==> src/calc_defs.svh <==
//********************
// Sizes shared by the keypad calculator
// Operands are two decimal digits, results up to 9801
// SCAN_DWELL is a cycle count, no separate display clock
//********************
`ifndef CALC_DEFS_SVH
`define CALC_DEFS_SVH

// Keypad matrix
`define KEY_ROWS 4
`define KEY_COLS 4

// Display
`define DIGITS 4
`define SEG_W 7
`define SCAN_DWELL 4 // Cycles each digit stays lit

// Data widths
`define OPERAND_W 7 // 0 to 99
`define RESULT_W 14 // Up to 99 x 99
`define BCD_W 16 // Four packed BCD digits

`endif

==> src/calc_pkg.sv <==
//********************
// Types of the keypad calculator
// Key codes hold the digit value for keys 0 to 9
//********************
`default_nettype none

`include "calc_defs.svh"

package calc_pkg;

    typedef enum logic [3:0] {
        key_0   = 4'd0,
        key_1   = 4'd1,
        key_2   = 4'd2,
        key_3   = 4'd3,
        key_4   = 4'd4,
        key_5   = 4'd5,
        key_6   = 4'd6,
        key_7   = 4'd7,
        key_8   = 4'd8,
        key_9   = 4'd9,
        key_add = 4'd10, // A
        key_mul = 4'd11, // B
        key_equ = 4'd12, // C
        key_clr = 4'd13, // D
        key_e   = 4'd14,
        key_f   = 4'd15
    } key_code_t;

    typedef enum logic [2:0] {
        st_tens_a, st_units_a, st_op, st_tens_b, st_units_b, st_equ, st_busy, st_show
    } entry_state_t;

    typedef enum logic {op_add, op_mul} arith_op_t;

    typedef logic [`OPERAND_W-1:0] operand_t;
    typedef logic [`RESULT_W-1:0] result_t;
    typedef logic [`BCD_W-1:0] bcd_t; // Units digit in the low nibble
    typedef logic [`SEG_W-1:0] seg_t; // Active low, gfedcba

endpackage

`default_nettype wire

==> src/keypad_scan.sv <==
//********************
// Matrix keypad scanner, one row per cycle
// Columns must be clean, there is no debouncer
// A new key needs a full idle scan after the last one
//********************
`timescale 1ns/10ps
`default_nettype none

`include "calc_defs.svh"

module keypad_scan import calc_pkg::*; (
    input  logic                 clk,
    input  logic                 rst,
    input  logic [`KEY_COLS-1:0] col,
    output logic [`KEY_ROWS-1:0] row,
    output logic                 key_strobe,
    output key_code_t            key_code
);

    localparam int ROW_IDX_W = $clog2(`KEY_ROWS);
    localparam int COL_IDX_W = $clog2(`KEY_COLS);
    localparam int IDLE_W = $clog2(`KEY_ROWS + 1);

    // Layout, row by row from the left column
    localparam key_code_t KEY_MAP [`KEY_ROWS][`KEY_COLS] = '{
        '{key_1, key_2, key_3, key_add},
        '{key_4, key_5, key_6, key_mul},
        '{key_7, key_8, key_9, key_equ},
        '{key_e, key_0, key_f, key_clr}
    };

    logic [ROW_IDX_W-1:0] row_idx;
    logic [COL_IDX_W-1:0] col_idx;
    logic [IDLE_W-1:0] idle_cnt; // Consecutive cycles with no column high
    logic released;
    logic accept;

    always_comb begin
        row_idx = '0;
        col_idx = '0;
        for (int i = 0; i < `KEY_ROWS; i++) begin
            if (row[i]) row_idx = ROW_IDX_W'(i);
        end
        // Downward so the lowest column wins
        for (int j = `KEY_COLS - 1; j >= 0; j--) begin
            if (col[j]) col_idx = COL_IDX_W'(j);
        end
    end

    assign accept = released && (col != '0);

    always_ff @(posedge clk or posedge rst) begin
        if (rst) begin
            row <= {{(`KEY_ROWS - 1){1'b0}}, 1'b1};
            idle_cnt <= '0;
            released <= 1'b0;
            key_strobe <= 1'b0;
        end else begin
            row <= {row[`KEY_ROWS-2:0], row[`KEY_ROWS-1]}; // Ring
            key_strobe <= accept;
            if (col != '0) begin
                idle_cnt <= '0;
            end else if (idle_cnt != IDLE_W'(`KEY_ROWS)) begin
                idle_cnt <= idle_cnt + IDLE_W'(1);
            end
            if (accept) begin
                released <= 1'b0;
            end else if (idle_cnt == IDLE_W'(`KEY_ROWS)) begin
                released <= 1'b1; // Full scan seen with nothing pressed
            end
        end
    end

    always_ff @(posedge clk) begin
        if (accept) key_code <= KEY_MAP[row_idx][col_idx];
    end

endmodule

`default_nettype wire

==> src/entry_sequencer.sv <==
//********************
// Entry FSM for two 2-digit operands, operator and equals
// Out-of-sequence keys are ignored, all keys dropped while busy
//********************
`timescale 1ns/10ps
`default_nettype none

module entry_sequencer import calc_pkg::*; (
    input  logic      clk,
    input  logic      rst,
    input  logic      key_strobe,
    input  key_code_t key_code,
    input  logic      arith_done,
    input  result_t   arith_result,
    output logic      arith_start,
    output operand_t  operand_a,
    output operand_t  operand_b,
    output arith_op_t op,
    output result_t   disp_value
);

    entry_state_t state;
    logic digit_key;
    operand_t digit_val;
    operand_t digit_tens;

    assign digit_key = key_strobe && (key_code <= key_9);
    assign digit_val = operand_t'(key_code);
    assign digit_tens = (digit_val << 3) + (digit_val << 1); // x10

    always_ff @(posedge clk or posedge rst) begin
        if (rst) begin
            state <= st_tens_a;
            operand_a <= '0;
            operand_b <= '0;
            op <= op_add;
            arith_start <= 1'b0;
        end else begin
            arith_start <= 1'b0;
            if (key_strobe && key_code == key_clr && state != st_busy) begin
                state <= st_tens_a;
                operand_a <= '0;
                operand_b <= '0;
            end else begin
                case (state)
                    st_tens_a, st_show: begin
                        if (digit_key) begin // Fresh entry
                            operand_a <= digit_tens;
                            operand_b <= '0;
                            state <= st_units_a;
                        end
                    end
                    st_units_a: begin
                        if (digit_key) begin
                            operand_a <= operand_a + digit_val;
                            state <= st_op;
                        end
                    end
                    st_op: begin
                        if (key_strobe && (key_code == key_add || key_code == key_mul)) begin
                            op <= (key_code == key_mul) ? op_mul : op_add;
                            state <= st_tens_b;
                        end
                    end
                    st_tens_b: begin
                        if (digit_key) begin
                            operand_b <= digit_tens;
                            state <= st_units_b;
                        end
                    end
                    st_units_b: begin
                        if (digit_key) begin
                            operand_b <= operand_b + digit_val;
                            state <= st_equ;
                        end
                    end
                    st_equ: begin
                        if (key_strobe && key_code == key_equ) begin
                            arith_start <= 1'b1;
                            state <= st_busy;
                        end
                    end
                    st_busy: if (arith_done) state <= st_show;
                    default: state <= st_tens_a;
                endcase
            end
        end
    end

    // Operand A until B gets its first digit
    always_comb begin
        case (state)
            st_units_b, st_equ, st_busy: disp_value = result_t'(operand_b);
            st_show: disp_value = arith_result;
            default: disp_value = result_t'(operand_a);
        endcase
    end

endmodule

`default_nettype wire

==> src/arith_unit.sv <==
//********************
// Add in one cycle, multiply by repeated addition
// Multiply takes operand_b + 1 cycles to done
// Result held until the next start
//********************
`timescale 1ns/10ps
`default_nettype none

module arith_unit import calc_pkg::*; (
    input  logic      clk,
    input  logic      rst,
    input  logic      start,
    input  operand_t  operand_a,
    input  operand_t  operand_b,
    input  arith_op_t op,
    output logic      done,
    output logic      busy,
    output result_t   result
);

    operand_t mcand;
    operand_t mplier;
    operand_t count; // Additions done so far
    result_t acc;
    logic run;

    assign busy = run | start; // Includes the start cycle

    always_ff @(posedge clk or posedge rst) begin
        if (rst) begin
            run <= 1'b0;
            done <= 1'b0;
            count <= '0;
            mcand <= '0;
            mplier <= '0;
            acc <= '0;
            result <= '0;
        end else begin
            done <= 1'b0;
            if (start) begin
                mcand <= operand_a;
                mplier <= operand_b;
                count <= '0;
                acc <= '0;
                if (op == op_add) begin
                    result <= result_t'(operand_a) + result_t'(operand_b);
                    done <= 1'b1;
                end else if (operand_b == '0) begin
                    result <= '0; // Nothing to add
                    done <= 1'b1;
                end else begin
                    run <= 1'b1;
                end
            end else if (run) begin
                acc <= acc + result_t'(mcand);
                count <= count + operand_t'(1);
                // Latch together with the last addition
                if (count == mplier - operand_t'(1)) begin
                    result <= acc + result_t'(mcand);
                    done <= 1'b1;
                    run <= 1'b0;
                end
            end
        end
    end

endmodule

`default_nettype wire

==> src/bcd_converter.sv <==
//********************
// Free-running double dabble, 17 cycles per pass
// A new value shows on bcd within two passes
//********************
`timescale 1ns/10ps
`default_nettype none

`include "calc_defs.svh"

module bcd_converter import calc_pkg::*; (
    input  logic    clk,
    input  logic    rst,
    input  result_t value,
    output bcd_t    bcd
);

    localparam int STEPS = `BCD_W;
    localparam int SR_W = 2 * `BCD_W; // BCD half over binary half
    localparam int PAD_W = SR_W - `RESULT_W;
    localparam int CNT_W = $clog2(STEPS + 1);

    logic [SR_W-1:0] shift_reg;
    logic [SR_W-1:0] adjusted;
    logic [SR_W-1:0] shifted;
    logic [CNT_W-1:0] step; // 0 loads, then one shift per step

    always_comb begin
        adjusted = shift_reg;
        for (int j = 0; j < `DIGITS; j++) begin
            if (adjusted[`BCD_W + 4*j +: 4] >= 4'd5) begin
                adjusted[`BCD_W + 4*j +: 4] = adjusted[`BCD_W + 4*j +: 4] + 4'd3;
            end
        end
    end

    assign shifted = {adjusted[SR_W-2:0], 1'b0};

    always_ff @(posedge clk or posedge rst) begin
        if (rst) begin
            step <= '0;
            bcd <= '0;
        end else if (step == CNT_W'(STEPS)) begin
            bcd <= shifted[SR_W-1 -: `BCD_W]; // Publish and restart
            step <= '0;
        end else begin
            step <= step + CNT_W'(1);
        end
    end

    always_ff @(posedge clk) begin
        if (step == '0) begin
            shift_reg <= {{PAD_W{1'b0}}, value};
        end else begin
            shift_reg <= shifted;
        end
    end

endmodule

`default_nettype wire

==> src/display_mux.sv <==
//********************
// Four-digit seven-segment multiplexer
// Anodes and segments active low, digit 0 first
//********************
`timescale 1ns/10ps
`default_nettype none

`include "calc_defs.svh"

module display_mux import calc_pkg::*; (
    input  logic               clk,
    input  logic               rst,
    input  bcd_t               bcd,
    output seg_t               seg,
    output logic [`DIGITS-1:0] an
);

    localparam int NUM_DIGITS = `DIGITS;
    localparam int IDX_W = $clog2(NUM_DIGITS);
    localparam int DWELL_W = $clog2(`SCAN_DWELL);

    logic [DWELL_W-1:0] dwell_cnt;
    logic [IDX_W-1:0] digit_idx;
    logic [3:0] nibble;

    always_ff @(posedge clk or posedge rst) begin
        if (rst) begin
            dwell_cnt <= '0;
            digit_idx <= '0;
        end else if (dwell_cnt == DWELL_W'(`SCAN_DWELL - 1)) begin
            dwell_cnt <= '0;
            digit_idx <= (digit_idx == IDX_W'(NUM_DIGITS - 1)) ? '0 : digit_idx + IDX_W'(1);
        end else begin
            dwell_cnt <= dwell_cnt + DWELL_W'(1);
        end
    end

    assign nibble = bcd[digit_idx*4 +: 4];

    always_comb begin
        for (int i = 0; i < NUM_DIGITS; i++) begin
            an[i] = (digit_idx != IDX_W'(i));
        end
    end

    //********************
    // Hex glyphs, gfedcba
    always_comb begin
        case (nibble)
            4'h0: seg = 7'b1000000;
            4'h1: seg = 7'b1111001;
            4'h2: seg = 7'b0100100;
            4'h3: seg = 7'b0110000;
            4'h4: seg = 7'b0011001;
            4'h5: seg = 7'b0010010;
            4'h6: seg = 7'b0000010;
            4'h7: seg = 7'b1111000;
            4'h8: seg = 7'b0000000;
            4'h9: seg = 7'b0011000;
            4'ha: seg = 7'b0001000;
            4'hb: seg = 7'b0000011;
            4'hc: seg = 7'b1000110;
            4'hd: seg = 7'b0100001;
            4'he: seg = 7'b0000110;
            4'hf: seg = 7'b0001110;
        endcase
    end

endmodule

`default_nettype wire

==> src/calc_top.sv <==
//********************
// Keypad calculator top, A adds, B multiplies, C equals, D clears
// col must be driven from row, active high
//********************
`timescale 1ns/10ps
`default_nettype none

`include "calc_defs.svh"

module calc_top import calc_pkg::*; (
    input  logic                 clk,
    input  logic                 rst,
    input  logic [`KEY_COLS-1:0] col,
    output logic [`KEY_ROWS-1:0] row,
    output seg_t                 seg,
    output logic [`DIGITS-1:0]   an
);

    logic key_strobe;
    key_code_t key_code;
    logic arith_start;
    operand_t operand_a;
    operand_t operand_b;
    arith_op_t op;
    logic arith_done;
    logic arith_busy;
    result_t arith_result;
    result_t disp_value;
    bcd_t disp_bcd;

    //********************
    // Decode
    keypad_scan scan_i (
        .clk(clk), .rst(rst), .col(col), .row(row),
        .key_strobe(key_strobe), .key_code(key_code)
    );

    entry_sequencer seq_i (
        .clk(clk), .rst(rst), .key_strobe(key_strobe), .key_code(key_code),
        .arith_done(arith_done), .arith_result(arith_result),
        .arith_start(arith_start), .operand_a(operand_a), .operand_b(operand_b),
        .op(op), .disp_value(disp_value)
    );

    //********************
    // Execute
    arith_unit arith_i (
        .clk(clk), .rst(rst), .start(arith_start),
        .operand_a(operand_a), .operand_b(operand_b), .op(op),
        .done(arith_done), .busy(arith_busy), .result(arith_result)
    );

    //********************
    // Result
    bcd_converter bcd_i (.clk(clk), .rst(rst), .value(disp_value), .bcd(disp_bcd));

    display_mux disp_i (.clk(clk), .rst(rst), .bcd(disp_bcd), .seg(seg), .an(an));

endmodule

`default_nettype wire

==> config.mk <==
export PLATFORM = sky130hd
export DESIGN_NAME = calc_top
export DESIGN_NICKNAME = d
export VERILOG_FILES = /design/src/calc_pkg.sv /design/src/keypad_scan.sv /design/src/entry_sequencer.sv /design/src/arith_unit.sv /design/src/bcd_converter.sv /design/src/display_mux.sv /design/src/calc_top.sv
export VERILOG_INCLUDE_DIRS = /design/src /design/src/src
export SDC_FILE = /design/constraint.sdc
export NUM_CORES = 1
export LEC_CHECK = 0
export ABC_CLOCK_PERIOD_IN_PS = 8300
export BUFFER_PORTS_ARGS = -buffer_cell sky130_fd_sc_hd__buf_2
export CAP_MARGIN = 20
export CELL_PAD_IN_SITES_DETAIL_PLACEMENT = 0
export CELL_PAD_IN_SITES_GLOBAL_PLACEMENT = 1
export CORE_ASPECT_RATIO = 0.6
export CORE_UTILIZATION = 53
export DETAILED_ROUTE_END_ITERATION = 16
export PLACE_DENSITY = 0.95
export SETUP_SLACK_MARGIN = 0.02
export SLEW_MARGIN = 40
export SYNTH_ARGS = -nofsm -noshare
export SYNTH_HDL_FRONTEND = slang
export SYNTH_SLANG_ARGS = --single-unit
==> constraint.sdc <==
create_clock -name clk -period 8.3 [get_ports clk]
set_input_delay 0.415 -clock clk [delete_from_list [all_inputs] [get_ports clk]]
set_output_delay 0.415 -clock clk [all_outputs]
set_load 0.01 [all_outputs]
==> results.md <==
- Die width: around 160 um
- Setup Skew: 0.01365 ns
- Via Count: 6254
- Largest net degree at the start of global routing: 69
- Total GRT Usage: 26.56%
- Initial Util: 55.74%
- HPWL after DPL: 13.34 mm
- P_sw: approximately 0.6 mW
- Seq cells post-synth: 140
- Share of total power in the clock network: 41.5%
- Share of cells above drive strength 1: ~11%
- HP Class: primary input to async pin
- # DRC: 0
- Worst-Margin Slew: 0.7638 ns
- Worst-skew pair later-pin latency: 0.42 ns
- Top-Level Pins: 21
- Max reg flops: 32
- Gate Count Post-Synth: 828
- Synthesized net count: slightly below 900
- Synth cell types: 67
- Total wire length: 18.60 mm
- Area share of the largest cell type after synthesis: approximately a third
- FILL cells: 1152
- Top post-synthesis cells by area: dfrtp_1 33%, dfxtp_1 8.2%, ha_1 7.7%, o21ai_0 4.7%, nand2_1 3.8%
- Die area: about 0.015 mm2
- Internal power: 1.377 mW
- CP max FO: 7
- Most frequent cells in the layout: 103 x dfrtp_1, 78 x nand2_1, 74 x o21ai_0, 68 x nor2_1, 51 x inv_1
- Endpoint type of the worst setup path: output port
- RSZ-0062 raised after global routing: false
- Sw Ratio: 30.76%
- Clock tree root buffer cell: clkbuf_16
- Startpoint Class: flip-flop
- Seq/Total Area, Yosys: 43.12%
- Worst-path cell chain: mux4_2 > inv_1 > ha_1 > nand2_1 > o21ai_0 > a221o_1 > buf_2
- Port Buf Inserts: 20
- Max IR drop VDD: about 0.17 mV
- Htree depth: 4
- Die span in y: 95.99 um
- Number of buffers added for setup after CTS: 0
- Synthesized area: 0.007802 mm2
- RD Place Congestion: ~0.87
- Hold_buf cts: 0
- WL/cell: 17.78 um
- Vias in the first global route: ~5800
- CTS tree: done
- Yosys Warn Count: 0
- Post-synthesis async set-or-reset flop share: 74.29%
- Layout area overhead: 11.50%
- Crit path largest cell delay: approximately 0.61 ns
- # resized after CTS: 0
- Commonest non-fill, non-tap cell in the layout: dfrtp_1
- Area leader, netlist: dfrtp_1
- DRT iter0 DRCs: 443
- F_max: 315.4 MHz
- Diode count: 0
- P_leak: 3.840 nW
- Num CTS Buffers: 17
- Max Slew Vio Count: 0
- Antenna-violating nets left: 0
- # nets final: 900
- First-pass detailed-route iteration total: 5
- Fin area: 0.008700 mm2
- Layout Cells excl Fill: roughly 1000
- PwrDens: 228.6 mW/mm2
- Congestion Overflow GR: 0
- Worst path bufs/invs: 2
- Clock transition at the registers of the reported paths: 0.07 ns
- MaxCap Viol Count: 0
- Flop pwr share: 39.9%
- Dpl cell area: 0.008055 mm2
- Gate power share: 18.6%
- Initial antenna violation count: 0
- Critical path type: flip-flop to output port
- Worst Hold Slack: about 0.025 ns
- Vias per cell: about 6
- Min Clock Period, post-route: 3.171 ns
- Delay-heaviest family, CP: multiplexers
- Clock sink total: 140
- Ys flop type: dfrtp_1
- Maximum root-to-sink buffer count: 2
- Total negative slack: 0 ns
- CP required: slightly below 8 ns
- Critical-path top delay cell: mux4_2
- Headroom to the max-slew limit: 49.08%
- Core area: between 0.01 and 0.015 mm2
- Mapped Avg Cell Area: between 9 and 10 um2
- CP arrival: about 2.8 ns
- First-pass GRT wire length: 30.58 mm
- Finish-stage setup viols: 0
- Status: finished, final reports clean
- Post-synth EDFFs: 4
- Power Total: 1.988 mW
- Row cnt: 33
- Final Hold Vio Count: 0
- Cells after DPL: 1014
- Final Cycle Share: a little under two fifths
-- metrics by stage --
| stage | worst slack, ns | util (%) |
|---|---|---|
| floorplan | 5.154 | - |
| global placement | 5.694 | 57.55 |
| detailed placement | 5.616 | 57.55 |
| CTS | 5.154 | 62.11 |
| global route | 5.048 | 62.15 |
| finish | 5.129 | 62.15 |
-- logic make-up (layout without fill, tap and decap cells) --
group	after synthesis	after routing	share of synthesized area, %
mux	34	34	5.757
flops	140	140	43.12
fa+ha+maj	53	53	8.980
buf+inv	82	108	4.121
simple gates	261	261	16.05
xor+xnor	42	42	4.715
compound gates	216	216	17.26
-- power groups by stage --
stage / Combinational, mW / Sequential (mW) / Clock (mW)
floorplan: 0.298 / 0.756 / 0
global placement: 0.338 / 0.800 / 0
detailed placement: 0.357 / 0.802 / 0
CTS: 0.362 / 0.790 / 0.833
global route: 0.406 / 0.801 / 0.863
finish: 0.369 / 0.794 / 0.825
-- cell usage after synthesis (all sizes together) (16+ instances only) --
library cell  count
inv              53
dfxtp            32
clkbuf           24
nand3            27
nor2             68
nor2b            16
o21ai            75
ha               48
xnor2            29
a21oi            50
dfrtp           103
mux2             23
nand2            79
-- layout make-up --
cell class	count	area [um2]	share of cell area [%]
sequential	140	3364	38.67
clock inverter	14	209.0	2.402
multi-input combinational	606	4124	47.40
clock buffer	18	429.2	4.933
tap	192	240.2	2.761
inverter	53	206.4	2.373
timing repair buffer	23	126.4	1.453
-- per-layer routing --
metal / share of wire, % / track usage [%] / up-vias
li1: - / - / 2951
met1: 50 / 40.25 / 3043
met5: 0 / 0 / -
met2: 42 / 38.23 / 239
met4: 1.1 / 6.731 / 0
met3: 7.9 / 5.583 / 21
-- worst paths after layout --
| kind | start | slack (ns) | cells past startpoint | endpoint |
|---|---|---|---|---|
| max in group asynchronous | rst | 7.26 | 3 | disp_i.dwell_cnt[1] |
| max reg2reg | arith_i.mplier[0] | 5.67 | 8 | arith_i.result[3] |
| min in group clk | col[0] | 0.37 | 3 | scan_i.key_code[3] |
| max | disp_i.digit_idx[0] | 5.13 | 7 | seg[3] |
| min | rst | 0.02 | 2 | scan_i.row[1] |
| min reg2reg | scan_i.row[0] | 0.41 | 0 | scan_i.row[1] |
No activity file was read; power rests on OpenSTA's default activity.
